File: config.mk
export PLATFORM = sky130hd
export DESIGN_NAME = cpu
export DESIGN_NICKNAME = d
export VERILOG_FILES = /design/src/rtl/cpu_bus_pkg.sv /design/src/rtl/cpu_isa_pkg.sv /design/src/rtl/cpu.sv /design/src/rtl/execute.sv /design/src/rtl/decode_reg_r.sv /design/src/rtl/fetch.sv /design/src/rtl/cpu_ctrl_regs.sv /design/src/rtl/pipe_reg.sv
export VERILOG_INCLUDE_DIRS = /design/src /design/src/rtl
export SDC_FILE = /design/constraint.sdc
export NUM_CORES = 2
export LEC_CHECK = 0
export BUFFER_PORTS_ARGS = -buffer_cell sky130_fd_sc_hd__buf_2
export CORE_ASPECT_RATIO = 0.75
export CORE_MARGIN = 5
export CORE_UTILIZATION = 40
export DETAILED_ROUTE_END_ITERATION = 6
export PLACE_DENSITY = 0.64
export SETUP_SLACK_MARGIN = 0.05
export SKIP_LAST_GASP = 1
export SYNTH_ARGS = -nofsm -noshare
export SYNTH_HDL_FRONTEND = slang
export SYNTH_MEMORY_MAX_BITS = 65536
export SYNTH_SLANG_ARGS = --single-unit
File: constraint.sdc
create_clock -name clk_i -period 14.23 [get_ports clk_i]
set_clock_uncertainty 0.1 [all_clocks]
set_input_delay 0.7115 -clock clk_i [delete_from_list [all_inputs] [get_ports clk_i]]
set_output_delay 0.7115 -clock clk_i [all_outputs]
set_load 0.02 [all_outputs]
File: src/rtl/cpu_settings.svh
`ifndef CPU_SETTINGS_SVH
`define CPU_SETTINGS_SVH

// core dimensions.
`define CPU_XLEN       32
`define CPU_NREGS      16
`define CPU_IMEM_DEPTH 64

// AXI4-Lite byte address map, 12-bit addresses.
`define CPU_AXI_AW         12
`define CPU_ADDR_CTRL      12'h000 // bit 0 is run.
`define CPU_ADDR_PC        12'h004
`define CPU_ADDR_REG_BASE  12'h040 // one word per register.
`define CPU_ADDR_IMEM_BASE 12'h400 // one word per instruction.

`endif
File: src/rtl/cpu_bus_pkg.sv
`include "cpu_settings.svh"

package cpu_bus_pkg;

  typedef logic [`CPU_AXI_AW-1:0] axil_addr_t;

  typedef enum logic [1:0] {
    resp_okay   = 2'b00,
    resp_exokay = 2'b01,
    resp_slverr = 2'b10,
    resp_decerr = 2'b11
  } resp_e;

  // host to slave.
  typedef struct packed {
    axil_addr_t              awaddr;
    logic                    awvalid;
    logic [`CPU_XLEN-1:0]    wdata;
    logic [`CPU_XLEN/8-1:0]  wstrb;
    logic                    wvalid;
    logic                    bready;
    axil_addr_t              araddr;
    logic                    arvalid;
    logic                    rready;
  } axil_req_t;

  // slave to host.
  typedef struct packed {
    logic                 awready;
    logic                 wready;
    resp_e                bresp;
    logic                 bvalid;
    logic                 arready;
    logic [`CPU_XLEN-1:0] rdata;
    resp_e                rresp;
    logic                 rvalid;
  } axil_rsp_t;

endpackage

File: src/rtl/cpu_isa_pkg.sv
`include "cpu_settings.svh"

package cpu_isa_pkg;

  typedef logic [`CPU_XLEN-1:0] word_t;
  typedef logic [$clog2(`CPU_NREGS)-1:0] reg_addr_t;
  typedef logic [$clog2(`CPU_IMEM_DEPTH)-1:0] imem_addr_t;

  // data-processing codes, anything else is a no-op.
  typedef enum logic [3:0] {
    op_and = 4'b0000,
    op_sub = 4'b0010,
    op_add = 4'b0100,
    op_cmp = 4'b1010,
    op_orr = 4'b1100,
    op_mov = 4'b1101
  } opcode_e;

  typedef enum logic [3:0] {
    cond_eq = 4'b0000,
    cond_ne = 4'b0001,
    cond_al = 4'b1110
  } cond_e;

  typedef struct packed {
    logic n;
    logic z;
  } flags_t;

  typedef struct packed {
    cond_e       cond;
    opcode_e     opcode;
    logic        is_branch;
    logic        s;
    logic        imm_sel;
    reg_addr_t   rd;
    reg_addr_t   rn;
    reg_addr_t   rm;
    logic [7:0]  imm8;
    logic [23:0] offset;
  } dec_instr_t;

  typedef struct packed {
    word_t instr;
    word_t pc;
  } fd_payload_t;

  typedef struct packed {
    dec_instr_t instr;
    word_t      op_a; // rn value.
    word_t      op_b; // rm value.
    word_t      pc;
  } de_payload_t;

  typedef struct packed {
    logic      en;
    reg_addr_t addr;
    word_t     data;
  } rf_wr_t;

endpackage

File: src/rtl/cpu.sv
`timescale 1ns/1ps

module cpu (
  input  logic                   clk_i,
  input  logic                   rst_n_i,
  input  cpu_bus_pkg::axil_req_t axil_req_i,
  output cpu_bus_pkg::axil_rsp_t axil_rsp_o
);

  logic                     run;
  logic                     imem_we;
  cpu_isa_pkg::imem_addr_t  imem_waddr;
  cpu_isa_pkg::word_t       imem_wdata;
  cpu_isa_pkg::word_t       pc;
  cpu_isa_pkg::reg_addr_t   dbg_raddr;
  cpu_isa_pkg::word_t       dbg_rdata;
  logic                     fetch_valid;
  cpu_isa_pkg::fd_payload_t fetch_data;
  logic                     fd_valid;
  cpu_isa_pkg::fd_payload_t fd_data;
  logic                     decode_valid;
  cpu_isa_pkg::de_payload_t decode_data;
  logic                     de_valid;
  cpu_isa_pkg::de_payload_t de_data;
  cpu_isa_pkg::rf_wr_t      rf_wr;
  logic                     branch_taken;
  cpu_isa_pkg::word_t       branch_target;
  logic                     flush;

  cpu_ctrl_regs ctrl_regs (
      .clk_i(clk_i), .rst_n_i(rst_n_i)
    , .axil_req_i(axil_req_i), .axil_rsp_o(axil_rsp_o)
    , .run_o(run), .imem_we_o(imem_we), .imem_waddr_o(imem_waddr)
    , .imem_wdata_o(imem_wdata), .pc_i(pc)
    , .dbg_raddr_o(dbg_raddr), .dbg_rdata_i(dbg_rdata)
  );

  fetch fetch_stage (
      .clk_i(clk_i), .rst_n_i(rst_n_i), .run_i(run)
    , .imem_we_i(imem_we), .imem_waddr_i(imem_waddr), .imem_wdata_i(imem_wdata)
    , .branch_taken_i(branch_taken), .branch_target_i(branch_target)
    , .fd_valid_o(fetch_valid), .fd_o(fetch_data), .pc_o(pc)
  );

  pipe_reg #(.payload_t(cpu_isa_pkg::fd_payload_t)) fd_reg (
      .clk_i(clk_i), .rst_n_i(rst_n_i), .valid_i(fetch_valid), .data_i(fetch_data)
    , .flush_i(flush), .valid_o(fd_valid), .data_o(fd_data)
  );

  decode_reg_r decode_stage (
      .clk_i(clk_i), .fd_valid_i(fd_valid), .fd_i(fd_data), .rf_wr_i(rf_wr)
    , .dbg_raddr_i(dbg_raddr), .dbg_rdata_o(dbg_rdata)
    , .de_valid_o(decode_valid), .de_o(decode_data)
  );

  pipe_reg #(.payload_t(cpu_isa_pkg::de_payload_t)) de_reg (
      .clk_i(clk_i), .rst_n_i(rst_n_i), .valid_i(decode_valid), .data_i(decode_data)
    , .flush_i(flush), .valid_o(de_valid), .data_o(de_data)
  );

  execute execute_stage (
      .clk_i(clk_i), .rst_n_i(rst_n_i), .de_valid_i(de_valid), .de_i(de_data)
    , .rf_wr_o(rf_wr), .branch_taken_o(branch_taken)
    , .branch_target_o(branch_target), .flush_o(flush)
  );

endmodule

File: src/rtl/execute.sv
`timescale 1ns/1ps
`include "cpu_settings.svh"

module execute (
  input  logic                     clk_i,
  input  logic                     rst_n_i,
  input  logic                     de_valid_i,
  input  cpu_isa_pkg::de_payload_t de_i,
  output cpu_isa_pkg::rf_wr_t      rf_wr_o,
  output logic                     branch_taken_o,
  output cpu_isa_pkg::word_t       branch_target_o,
  output logic                     flush_o
);

  cpu_isa_pkg::flags_t cpsr_q;
  cpu_isa_pkg::word_t  op2;
  cpu_isa_pkg::word_t  alu_res;
  logic                cond_met;
  logic                writes_rd;
  logic                sets_flags;
  logic                dp_fire;

  always_comb begin
    case (de_i.instr.cond)
      cpu_isa_pkg::cond_eq: cond_met = cpsr_q.z;
      cpu_isa_pkg::cond_ne: cond_met = !cpsr_q.z;
      cpu_isa_pkg::cond_al: cond_met = 1'b1;
      default:              cond_met = 1'b0; // unsupported codes never pass.
    endcase
  end

  assign op2 = de_i.instr.imm_sel ? cpu_isa_pkg::word_t'(de_i.instr.imm8) : de_i.op_b;

  always_comb begin
    alu_res   = '0;
    writes_rd = 1'b1;
    case (de_i.instr.opcode)
      cpu_isa_pkg::op_and: alu_res = de_i.op_a & op2;
      cpu_isa_pkg::op_sub: alu_res = de_i.op_a - op2;
      cpu_isa_pkg::op_add: alu_res = de_i.op_a + op2;
      cpu_isa_pkg::op_orr: alu_res = de_i.op_a | op2;
      cpu_isa_pkg::op_mov: alu_res = op2;
      cpu_isa_pkg::op_cmp: begin
        alu_res   = de_i.op_a - op2;
        writes_rd = 1'b0;
      end
      default: writes_rd = 1'b0;
    endcase
  end

  // cmp always updates flags, the rest only with s.
  assign sets_flags = (de_i.instr.opcode == cpu_isa_pkg::op_cmp) ||
                      (de_i.instr.s && writes_rd);
  assign dp_fire    = de_valid_i && cond_met && !de_i.instr.is_branch;

  assign rf_wr_o.en   = dp_fire && writes_rd;
  assign rf_wr_o.addr = de_i.instr.rd;
  assign rf_wr_o.data = alu_res;

  always_ff @(posedge clk_i or negedge rst_n_i) begin
    if (!rst_n_i) begin
      cpsr_q <= '0;
    end else if (dp_fire && sets_flags) begin
      cpsr_q.n <= alu_res[`CPU_XLEN-1];
      cpsr_q.z <= (alu_res == '0);
    end
  end

  assign branch_taken_o  = de_valid_i && cond_met && de_i.instr.is_branch;
  assign branch_target_o = de_i.pc + 8 +
                           {{(`CPU_XLEN-26){de_i.instr.offset[23]}}, de_i.instr.offset, 2'b00};
  assign flush_o         = branch_taken_o; // kills the two younger instructions.

  no_effect_when_idle: assert property (@(posedge clk_i) disable iff (!rst_n_i)
    (rf_wr_o.en || branch_taken_o) |-> de_valid_i);

endmodule

File: src/rtl/decode_reg_r.sv
`timescale 1ns/1ps
`include "cpu_settings.svh"

module decode_reg_r (
  input  logic                     clk_i,
  input  logic                     fd_valid_i,
  input  cpu_isa_pkg::fd_payload_t fd_i,
  input  cpu_isa_pkg::rf_wr_t      rf_wr_i,
  input  cpu_isa_pkg::reg_addr_t   dbg_raddr_i,
  output cpu_isa_pkg::word_t       dbg_rdata_o,
  output logic                     de_valid_o,
  output cpu_isa_pkg::de_payload_t de_o
);

  cpu_isa_pkg::word_t      rf [`CPU_NREGS];
  cpu_isa_pkg::dec_instr_t dec;
  cpu_isa_pkg::word_t      rn_val;
  cpu_isa_pkg::word_t      rm_val;

  always_comb begin
    dec.cond      = cpu_isa_pkg::cond_e'(fd_i.instr[31:28]);
    dec.is_branch = (fd_i.instr[27:26] == 2'b10);
    dec.imm_sel   = fd_i.instr[25];
    dec.rn        = fd_i.instr[19:16];
    dec.rd        = fd_i.instr[15:12];
    dec.rm        = fd_i.instr[3:0];
    dec.imm8      = fd_i.instr[7:0];
    dec.offset    = fd_i.instr[23:0];
    if (fd_i.instr[27:26] == 2'b00) begin
      dec.opcode = cpu_isa_pkg::opcode_e'(fd_i.instr[24:21]);
      dec.s      = fd_i.instr[20];
    end else begin
      // other classes turn into an unused opcode.
      dec.opcode = cpu_isa_pkg::opcode_e'(4'b1111);
      dec.s      = 1'b0;
    end
  end

  // same-cycle write from execute is forwarded.
  assign rn_val = (rf_wr_i.en && rf_wr_i.addr == dec.rn) ? rf_wr_i.data : rf[dec.rn];
  assign rm_val = (rf_wr_i.en && rf_wr_i.addr == dec.rm) ? rf_wr_i.data : rf[dec.rm];

  always_ff @(posedge clk_i) begin
    if (rf_wr_i.en) rf[rf_wr_i.addr] <= rf_wr_i.data;
  end

  assign dbg_rdata_o = rf[dbg_raddr_i];

  assign de_valid_o = fd_valid_i;
  assign de_o.instr = dec;
  assign de_o.op_a  = rn_val;
  assign de_o.op_b  = rm_val;
  assign de_o.pc    = fd_i.pc;

endmodule

File: src/rtl/fetch.sv
`timescale 1ns/1ps
`include "cpu_settings.svh"

module fetch (
  input  logic                     clk_i,
  input  logic                     rst_n_i,
  input  logic                     run_i,
  input  logic                     imem_we_i,
  input  cpu_isa_pkg::imem_addr_t  imem_waddr_i,
  input  cpu_isa_pkg::word_t       imem_wdata_i,
  input  logic                     branch_taken_i,
  input  cpu_isa_pkg::word_t       branch_target_i,
  output logic                     fd_valid_o,
  output cpu_isa_pkg::fd_payload_t fd_o,
  output cpu_isa_pkg::word_t       pc_o
);

  localparam int unsigned imem_aw = $bits(cpu_isa_pkg::imem_addr_t);

  cpu_isa_pkg::word_t      imem [`CPU_IMEM_DEPTH];
  cpu_isa_pkg::imem_addr_t pc_idx_q; // word index, wraps at the memory end.

  always_ff @(posedge clk_i) begin
    if (imem_we_i) imem[imem_waddr_i] <= imem_wdata_i;
  end

  // a redirect wins over halt so draining branches still land.
  always_ff @(posedge clk_i or negedge rst_n_i) begin
    if (!rst_n_i) begin
      pc_idx_q <= '0;
    end else if (branch_taken_i) begin
      pc_idx_q <= branch_target_i[imem_aw+1:2];
    end else if (run_i) begin
      pc_idx_q <= pc_idx_q + 1'b1;
    end
  end

  assign pc_o       = cpu_isa_pkg::word_t'({pc_idx_q, 2'b00});
  assign fd_valid_o = run_i;
  assign fd_o.instr = imem[pc_idx_q]; // asynchronous read.
  assign fd_o.pc    = pc_o;

endmodule

File: src/rtl/cpu_ctrl_regs.sv
`timescale 1ns/1ps
`include "cpu_settings.svh"

module cpu_ctrl_regs (
  input  logic                    clk_i,
  input  logic                    rst_n_i,
  input  cpu_bus_pkg::axil_req_t  axil_req_i,
  output cpu_bus_pkg::axil_rsp_t  axil_rsp_o,
  output logic                    run_o,
  output logic                    imem_we_o,
  output cpu_isa_pkg::imem_addr_t imem_waddr_o,
  output cpu_isa_pkg::word_t      imem_wdata_o,
  input  cpu_isa_pkg::word_t      pc_i,
  output cpu_isa_pkg::reg_addr_t  dbg_raddr_o,
  input  cpu_isa_pkg::word_t      dbg_rdata_i
);

  localparam int unsigned imem_aw = $bits(cpu_isa_pkg::imem_addr_t);
  localparam int unsigned reg_aw  = $bits(cpu_isa_pkg::reg_addr_t);

  logic               run_q;
  logic               bvalid_q;
  logic               rvalid_q;
  logic               wr_hs;
  logic               rd_hs;
  cpu_isa_pkg::word_t rdata_q;
  cpu_isa_pkg::word_t rd_mux;
  cpu_isa_pkg::word_t imem_shadow [`CPU_IMEM_DEPTH]; // host-side copy for readback.

  function automatic logic in_window(input cpu_bus_pkg::axil_addr_t addr,
                                     input cpu_bus_pkg::axil_addr_t base,
                                     input int unsigned words);
    return (addr >= base) && (int'(addr) < int'(base) + words * 4);
  endfunction

  // one write and one read outstanding at most.
  assign wr_hs = axil_req_i.awvalid && axil_req_i.wvalid && !bvalid_q;
  assign rd_hs = axil_req_i.arvalid && !rvalid_q;

  assign axil_rsp_o.awready = wr_hs;
  assign axil_rsp_o.wready  = wr_hs;
  assign axil_rsp_o.bresp   = cpu_bus_pkg::resp_okay;
  assign axil_rsp_o.bvalid  = bvalid_q;
  assign axil_rsp_o.arready = !rvalid_q;
  assign axil_rsp_o.rdata   = rdata_q;
  assign axil_rsp_o.rresp   = cpu_bus_pkg::resp_okay;
  assign axil_rsp_o.rvalid  = rvalid_q;

  assign run_o        = run_q;
  assign imem_we_o    = wr_hs && in_window(axil_req_i.awaddr, `CPU_ADDR_IMEM_BASE,
                                           `CPU_IMEM_DEPTH);
  assign imem_waddr_o = axil_req_i.awaddr[imem_aw+1:2];
  assign imem_wdata_o = axil_req_i.wdata; // strobes ignored.
  assign dbg_raddr_o  = axil_req_i.araddr[reg_aw+1:2];

  always_comb begin
    rd_mux = '0; // unmapped reads return zero.
    if (axil_req_i.araddr == `CPU_ADDR_CTRL) begin
      rd_mux = cpu_isa_pkg::word_t'(run_q);
    end else if (axil_req_i.araddr == `CPU_ADDR_PC) begin
      rd_mux = pc_i;
    end else if (in_window(axil_req_i.araddr, `CPU_ADDR_REG_BASE, `CPU_NREGS)) begin
      rd_mux = dbg_rdata_i;
    end else if (in_window(axil_req_i.araddr, `CPU_ADDR_IMEM_BASE, `CPU_IMEM_DEPTH)) begin
      rd_mux = imem_shadow[axil_req_i.araddr[imem_aw+1:2]];
    end
  end

  always_ff @(posedge clk_i or negedge rst_n_i) begin
    if (!rst_n_i) begin
      run_q    <= 1'b0;
      bvalid_q <= 1'b0;
      rvalid_q <= 1'b0;
    end else begin
      if (wr_hs && axil_req_i.awaddr == `CPU_ADDR_CTRL) begin
        run_q <= axil_req_i.wdata[0];
      end
      if (wr_hs) begin
        bvalid_q <= 1'b1;
      end else if (axil_req_i.bready) begin
        bvalid_q <= 1'b0;
      end
      if (rd_hs) begin
        rvalid_q <= 1'b1;
      end else if (axil_req_i.rready) begin
        rvalid_q <= 1'b0;
      end
    end
  end

  always_ff @(posedge clk_i) begin
    if (rd_hs) rdata_q <= rd_mux;
    if (imem_we_o) imem_shadow[imem_waddr_o] <= axil_req_i.wdata;
  end

  bvalid_held: assert property (@(posedge clk_i) disable iff (!rst_n_i)
    axil_rsp_o.bvalid && !axil_req_i.bready |=> axil_rsp_o.bvalid);

  rvalid_held: assert property (@(posedge clk_i) disable iff (!rst_n_i)
    axil_rsp_o.rvalid && !axil_req_i.rready |=>
      axil_rsp_o.rvalid && $stable(axil_rsp_o.rdata));

endmodule

File: src/rtl/pipe_reg.sv
`timescale 1ns/1ps

module pipe_reg #(
  parameter type payload_t = logic
) (
  input  logic     clk_i,
  input  logic     rst_n_i,
  input  logic     valid_i,
  input  payload_t data_i,
  input  logic     flush_i,
  output logic     valid_o,
  output payload_t data_o
);

  always_ff @(posedge clk_i or negedge rst_n_i) begin
    if (!rst_n_i) begin
      valid_o <= 1'b0;
    end else begin
      valid_o <= valid_i && !flush_i; // a flush kills whatever is entering.
    end
  end

  always_ff @(posedge clk_i) begin
    data_o <= data_i;
  end

  flush_kills_valid: assert property (@(posedge clk_i) disable iff (!rst_n_i)
    flush_i |=> !valid_o);

endmodule

== After elaboration in Yosys (flattened, before gate mapping) ==
Memory sizes are Yosys's and may differ from the RTL's. A register that Yosys moved wholly into a read port is not among the register bits.
Index checks and enable logic that the tools add are counted.
Cells by class
  bitwise logic cells: 2
  reductions and logical operators: 34
  $add $sub $neg: 5
  muxes and demuxes: 18
  eq/ne operators: 9
  magnitude comparators: 6
Operators by type and width (number)
  $pmux W32 S5: 1
  $mux W32: 3
  $add A32 B32 Y32: 1
  $and A32 B32 Y32: 1
  $logic_not A32 Y1: 1
  $or A32 B32 Y32: 1
  $sub A32 B32 Y32: 1
  $ge A12 B11 Y1 const B: 2
  $logic_not A12 Y1: 2
  $lt A12 B11 Y1 const B: 2
  $eq A4 B4 Y1 const B: 4
  $logic_and A1 B1 Y1: 16
  $eq A12 B3 Y1 const B: 1
  $ge A12 B7 Y1 const B: 1
  $lt A12 B8 Y1 const B: 1
  $mux W6: 2
  $mux W1: 10
  $add A8 B4 Y8 const B: 1
  $add A8 B8 Y8: 1
  $logic_not A4 Y1: 2
  $mux W8: 1
  $add A6 B1 Y6 const B: 1
  $reduce_bool A2 Y1: 3
  $logic_not A1 Y1: 5
  9 further kinds: 10
Storage, ports and cells
  memories kept: 3
  word-level logic and storage cells: 97
  output and inout bits: 41
  register bits: 85
  bits in writable memories: 4608
Memory list
  ctrl_regs.imem_shadow: words 64, bits a word 32, read ports 1, clocked after Yosys merged registers in 0, write ports 1, RTL line cpu_ctrl_regs.sv:28  | cpu_isa_pkg::word_t imem_shadow [`CPU_IMEM_DEPTH];
  fetch_stage.imem: words 64, bits a word 32, read ports 1, clocked after Yosys merged registers in 1, write ports 1, RTL line fetch.sv:20  | cpu_isa_pkg::word_t imem [`CPU_IMEM_DEPTH];
  decode_stage.rf: words 16, bits a word 32, read ports 3, clocked after Yosys merged registers in 2, write ports 1, RTL line decode_reg_r.sv:15  | cpu_isa_pkg::word_t rf [`CPU_NREGS];

== Depth between registers and ports, before layout ==
  word-level depth: 7
  depth in mapped cells: 28
  mapped depth without buffers: 24

== Hierarchy ==
A second synthesis with hierarchy kept.
Second synthesis, totals
  cells, all modules: 9902
  area, all modules: 198436.6 um^2
By module, submodules not included
  cpu_ctrl_regs: cells each 3758, times used 1, seq. area each 62535.0 um^2, area an instance 81021.5 um^2
  fetch: cells each 3647, times used 1, seq. area each 61649.1 um^2, area an instance 79218.5 um^2
  decode_reg_r: cells each 1439, times used 1, seq. area each 15374.7 um^2, area an instance 28134.5 um^2
  execute: cells each 839, times used 1, seq. area each 25.0 um^2, area an instance 5680.4 um^2
  pipe_reg (de_reg): cells each 153, times used 1, seq. area each 3047.9 um^2, area an instance 3061.7 um^2
  pipe_reg (fd_reg): cells each 66, times used 1, seq. area each 1306.3 um^2, area an instance 1320.0 um^2

== Worst setup path after synthesis ==
Ideal clock, no wire load.
  path kind: flip-flop to flip-flop
  start: reg with a tool-made name
  end: reg execute_stage.cpsr_q[0] in the netlist's numbering
  path slack: 7.830 ns
  data required time: 14.036 ns
  arrival time: 6.206 ns
  stages on the path, launching flop included: 24
  buffers on the path: 6
  path through: dfxtp_1 > buf_4 > buf_4 > buf_2 > buf_4 > buf_4 > buf_2 > mux4_2 > mux4_2 > inv_1 > ha_1 > inv_1 > fa_1 > a21o_1 > a221oi_1 > o31ai_1 > a21boi_0 > xor2_1 > o21ai_0 > or3_1 > or4_1 > nor3_1 > nand4b_1 > o31ai_2
RTL lines
  to (decl): RTL line execute.sv:15  | cpu_isa_pkg::flags_t cpsr_q;

==> impl_metrics.ini <==
[route]
vias_per_cell = 6.76
ant_nets = 0
drtIter0Drc = 10400
dr.pass1.iters = 5
routed_wl_um = 408000
drc = 0
wire_per_inst_um = 39.0
vias = 70600

[yosys]
ys_types = 91
yosys_warnings = 0
syn_inst = 5975
post-synth-top-count-cell = edfxtp_1
synth_commonest_cells = edfxtp_1, mux4_2, clkbuf_1
synth_area_um2 = 126000
synthArstFlopShare_pct = 0.449
yosysTopAreaCellShare_pct = 61.6
synth.avg_cell_area_um2 = 21.1
synth-seq-cells = 2671
synth_edf_count = 2592
yosys_most_used_dff = edfxtp_1
synthTopCellsByArea = edfxtp_1, mux4_2, mux2i_1, dfxtp_1, clkbuf_1
synth_top_cell_by_area = edfxtp_1
seq_area_frac_synth_pct = 62.9

[worst_hold_path]
hold_class = input pin to flip-flop
holdCritStartpoint = axil_req_i[15]
min_to = ctrl_regs.bvalid_q
hold_depth = 3

[pwr]
p_leak_uw = 0.0430
ir_worst_vdd_uv = 107
powerDensity_nw_per_um2 = 119

[global_route]
grt_pass1_wl_um = 564000
grt_pass1_vias = 70200
gr-total-overflow = 0
grt_max_degree = 136
grt.total_usage_pct = 24.6
antenna_found_initial = 26

[die]
coreArea_um2 = 314000
start_util_pct = 40.2
die_area_um2 = 327000
rows = 178
die_x_um = 659
die_h_um = 497
io_pins = 108

[worst_setup_path]
rr_worst_depth = 23
crit_required_ps = 14830
end_kind = flip-flop
slowest_delay_ps = 770
rrSetupSlack_ps = 5540
cp_data_arrival_time_ps = 9300
reg2reg_to = execute_stage.cpsr_q[0]
path_delay_family = compound AO/OA/AOI/OAI gates
critPathBufInv = 2
worstSetupStartpointType = flip-flop
critPathKind = flip-flop to flip-flop
critPathMaxFanout = 44
cp_slowest_cell = buf_4
worstReg2RegStart = de_reg.data_o[96]
path_cells = buf_4 -> buf_4 -> mux4_2 -> a22o_1 -> a221oi_2 -> o2111ai_1 -> and4bb_1 -> nand2_1 -> o21ai_0 -> o21ai_0 -> xnor2_1 -> ha_1 -> a21oi_1 -> o211ai_1 -> o2bb2ai_1 -> a311o_1 -> o211ai_1 -> a41o_1 -> xnor2_2 -> mux2i_1 -> a221o_1 -> nand4b_1 -> o31ai_2

[clock_tree]
ctsResizeCount = 0
clk_root_buffer_cell = clkbuf_16
tritoncts = done
cts_buffer_depth = 4
h-tree-depth = 5
path_clk_slew_ps = 70
cts_buffers = 284
clk_latency_ps = 890
clock-sinks = 2671
postCtsHoldBufs = 3
post_cts_buffers = 0

[sta]
rsz0062_at_grt = no
hold_viol_final = 0
slew_viol_final = 0
max_freq_ghz = 0.115
setup_violations = 0
min_period_over_period_pct = 61.1
slew_headroom_pct = 10.2
setup_tns_ps = 0
finalCriticalPeriod_ps = 8690
worst_slew_pin_slew_ps = 1340

[flow_run]
max-cap-violations = 0

[cells_and_area]
multi_input_area_um2 = 45300
final_util_pct = 44.9
n_fill_cell = 26200
area_growth_syn_to_layout_pct = 11.7
fin_area_um2 = 141000
fin_nets = 6207
layout-drive-gt1-share_pct = 39.1
seqCellArea_um2 = 79500

[place]
io_buffers = 99
place_area_um2 = 132000
dp_hpwl_um = 228000
gp_congestion = 0.888

[run_status]
status = finished, final reports clean
-- kinds of logic after synthesis --
family | after synthesis | synth area share, %
compound gates | 392 | 2.17
xor+xnor | 61 | 0.429
fa+ha+maj | 46 | 0.468
buf+inv | 506 | 1.71
flops | 2671 | 62.9
mux | 1796 | 30.4
other cells | 1 | 0.00297
simple gates | 502 | 1.91
-- per-stage QoR --
stage | cells | total power (uW) | worst slack [ps] | hold WS, ps
final | 10500 | 16800 | 5540 | 135
after global routing | 10400 | 17300 | 5080 | 189
after CTS | 10400 | 16900 | 5620 | 135
after detailed placement | 9945 | 9780 | 5600 | 212
after global placement | 9945 | 9770 | 5680 | 213
after floorplan | 5978 | 9430 | 7830 | 210
-- worst max-delay path by stage --
stage	cells past startpoint	slack [ps]	to	from
6_report	23	5540	execute_stage.cpsr_q[0]	de_reg.data_o[96]
5_1_grt	23	5080	execute_stage.cpsr_q[0]	de_reg.data_o[96]
2_1_floorplan	23	7830	execute_stage.cpsr_q[0]	flip-flop
4_1_cts	23	5620	execute_stage.cpsr_q[0]	de_reg.data_o[96]
3_5_place_dp	23	5600	execute_stage.cpsr_q[0]	de_reg.data_o[96]
3_3_place_gp	24	5680	execute_stage.cpsr_q[0]	de_reg.data_o[96]
-- cell type report --
type,instances,area share (%)
diodes,17,0.0302
clock buffers,357,5.40
clock inverters,131,0.785
inverters,40,0.106
multi-input cells,2801,32.1
flip-flops and latches,2671,56.4
well taps,4140,3.67
repair buffers,296,1.52
-- sequential cells by signal (all words and copies together), names as in the netlist, named ones only --
signal                 cells
ctrl_regs.bvalid_q         1
ctrl_regs.imem_shadow     32
ctrl_regs.rdata_q         32
ctrl_regs.run_o            1
ctrl_regs.rvalid_q         1
de_reg.data_o             29
de_reg.valid_o             1
decode_stage.rf          512
execute_stage.cpsr_q       1
fd_reg.data_o             34
fd_reg.valid_o             1
fetch_stage.imem        2016
fetch_stage.pc_idx_q       6
-- metal layers --
metal	vias to the layer above	track usage, %	share of wire (%)
li1	26600	-	-
met1	38400	35.6	39
met2	4889	36.4	44
met3	706	6.90	13
met4	4	7.84	3.5
met5	-	0	0.0064
-- tightest hold or removal path: stages --
cell     delay [ps]
buf_2            80
nand3_1         140
o21ai_0         120
-- cell usage in the layout (no fill, tap or decap), drive strengths merged, types with 12 or more instances in the layout --
cell     Yosys  final
a22oi       50     50
dfrtp       12     12
edfxtp    2592   2592
clkinv       0     95
mux2i      141    141
o211ai      16     16
xor2        24     24
a31oi       14     14
inv         40     51
or3         15     15
o2bb2ai     24     24
dfxtp       67     67
nand4       15     15
nand2      114    114
nand2b      15     15
and3        13     13
buf        192    293
nor2b       28     28
nand3       43     43
xnor2       37     37
bufinv       0     16
mux2        33     33
and2        18     18
mux4      1622   1622
ha          44     44
a21o        18     18
o21ai       57     57
nor2       179    179
a211oi      15     15
nor3        17     17
diode        0     17
clkbuf     274    357
a21oi       95     95
-- power by group --
group	internal (uW)	total, uW	switching, uW
registers	8620	8630	17.3
logic	420	985	565
clock network	4090	7160	3080
total	13100	16800	3660
No activity file was read; power rests on OpenSTA's default activity.
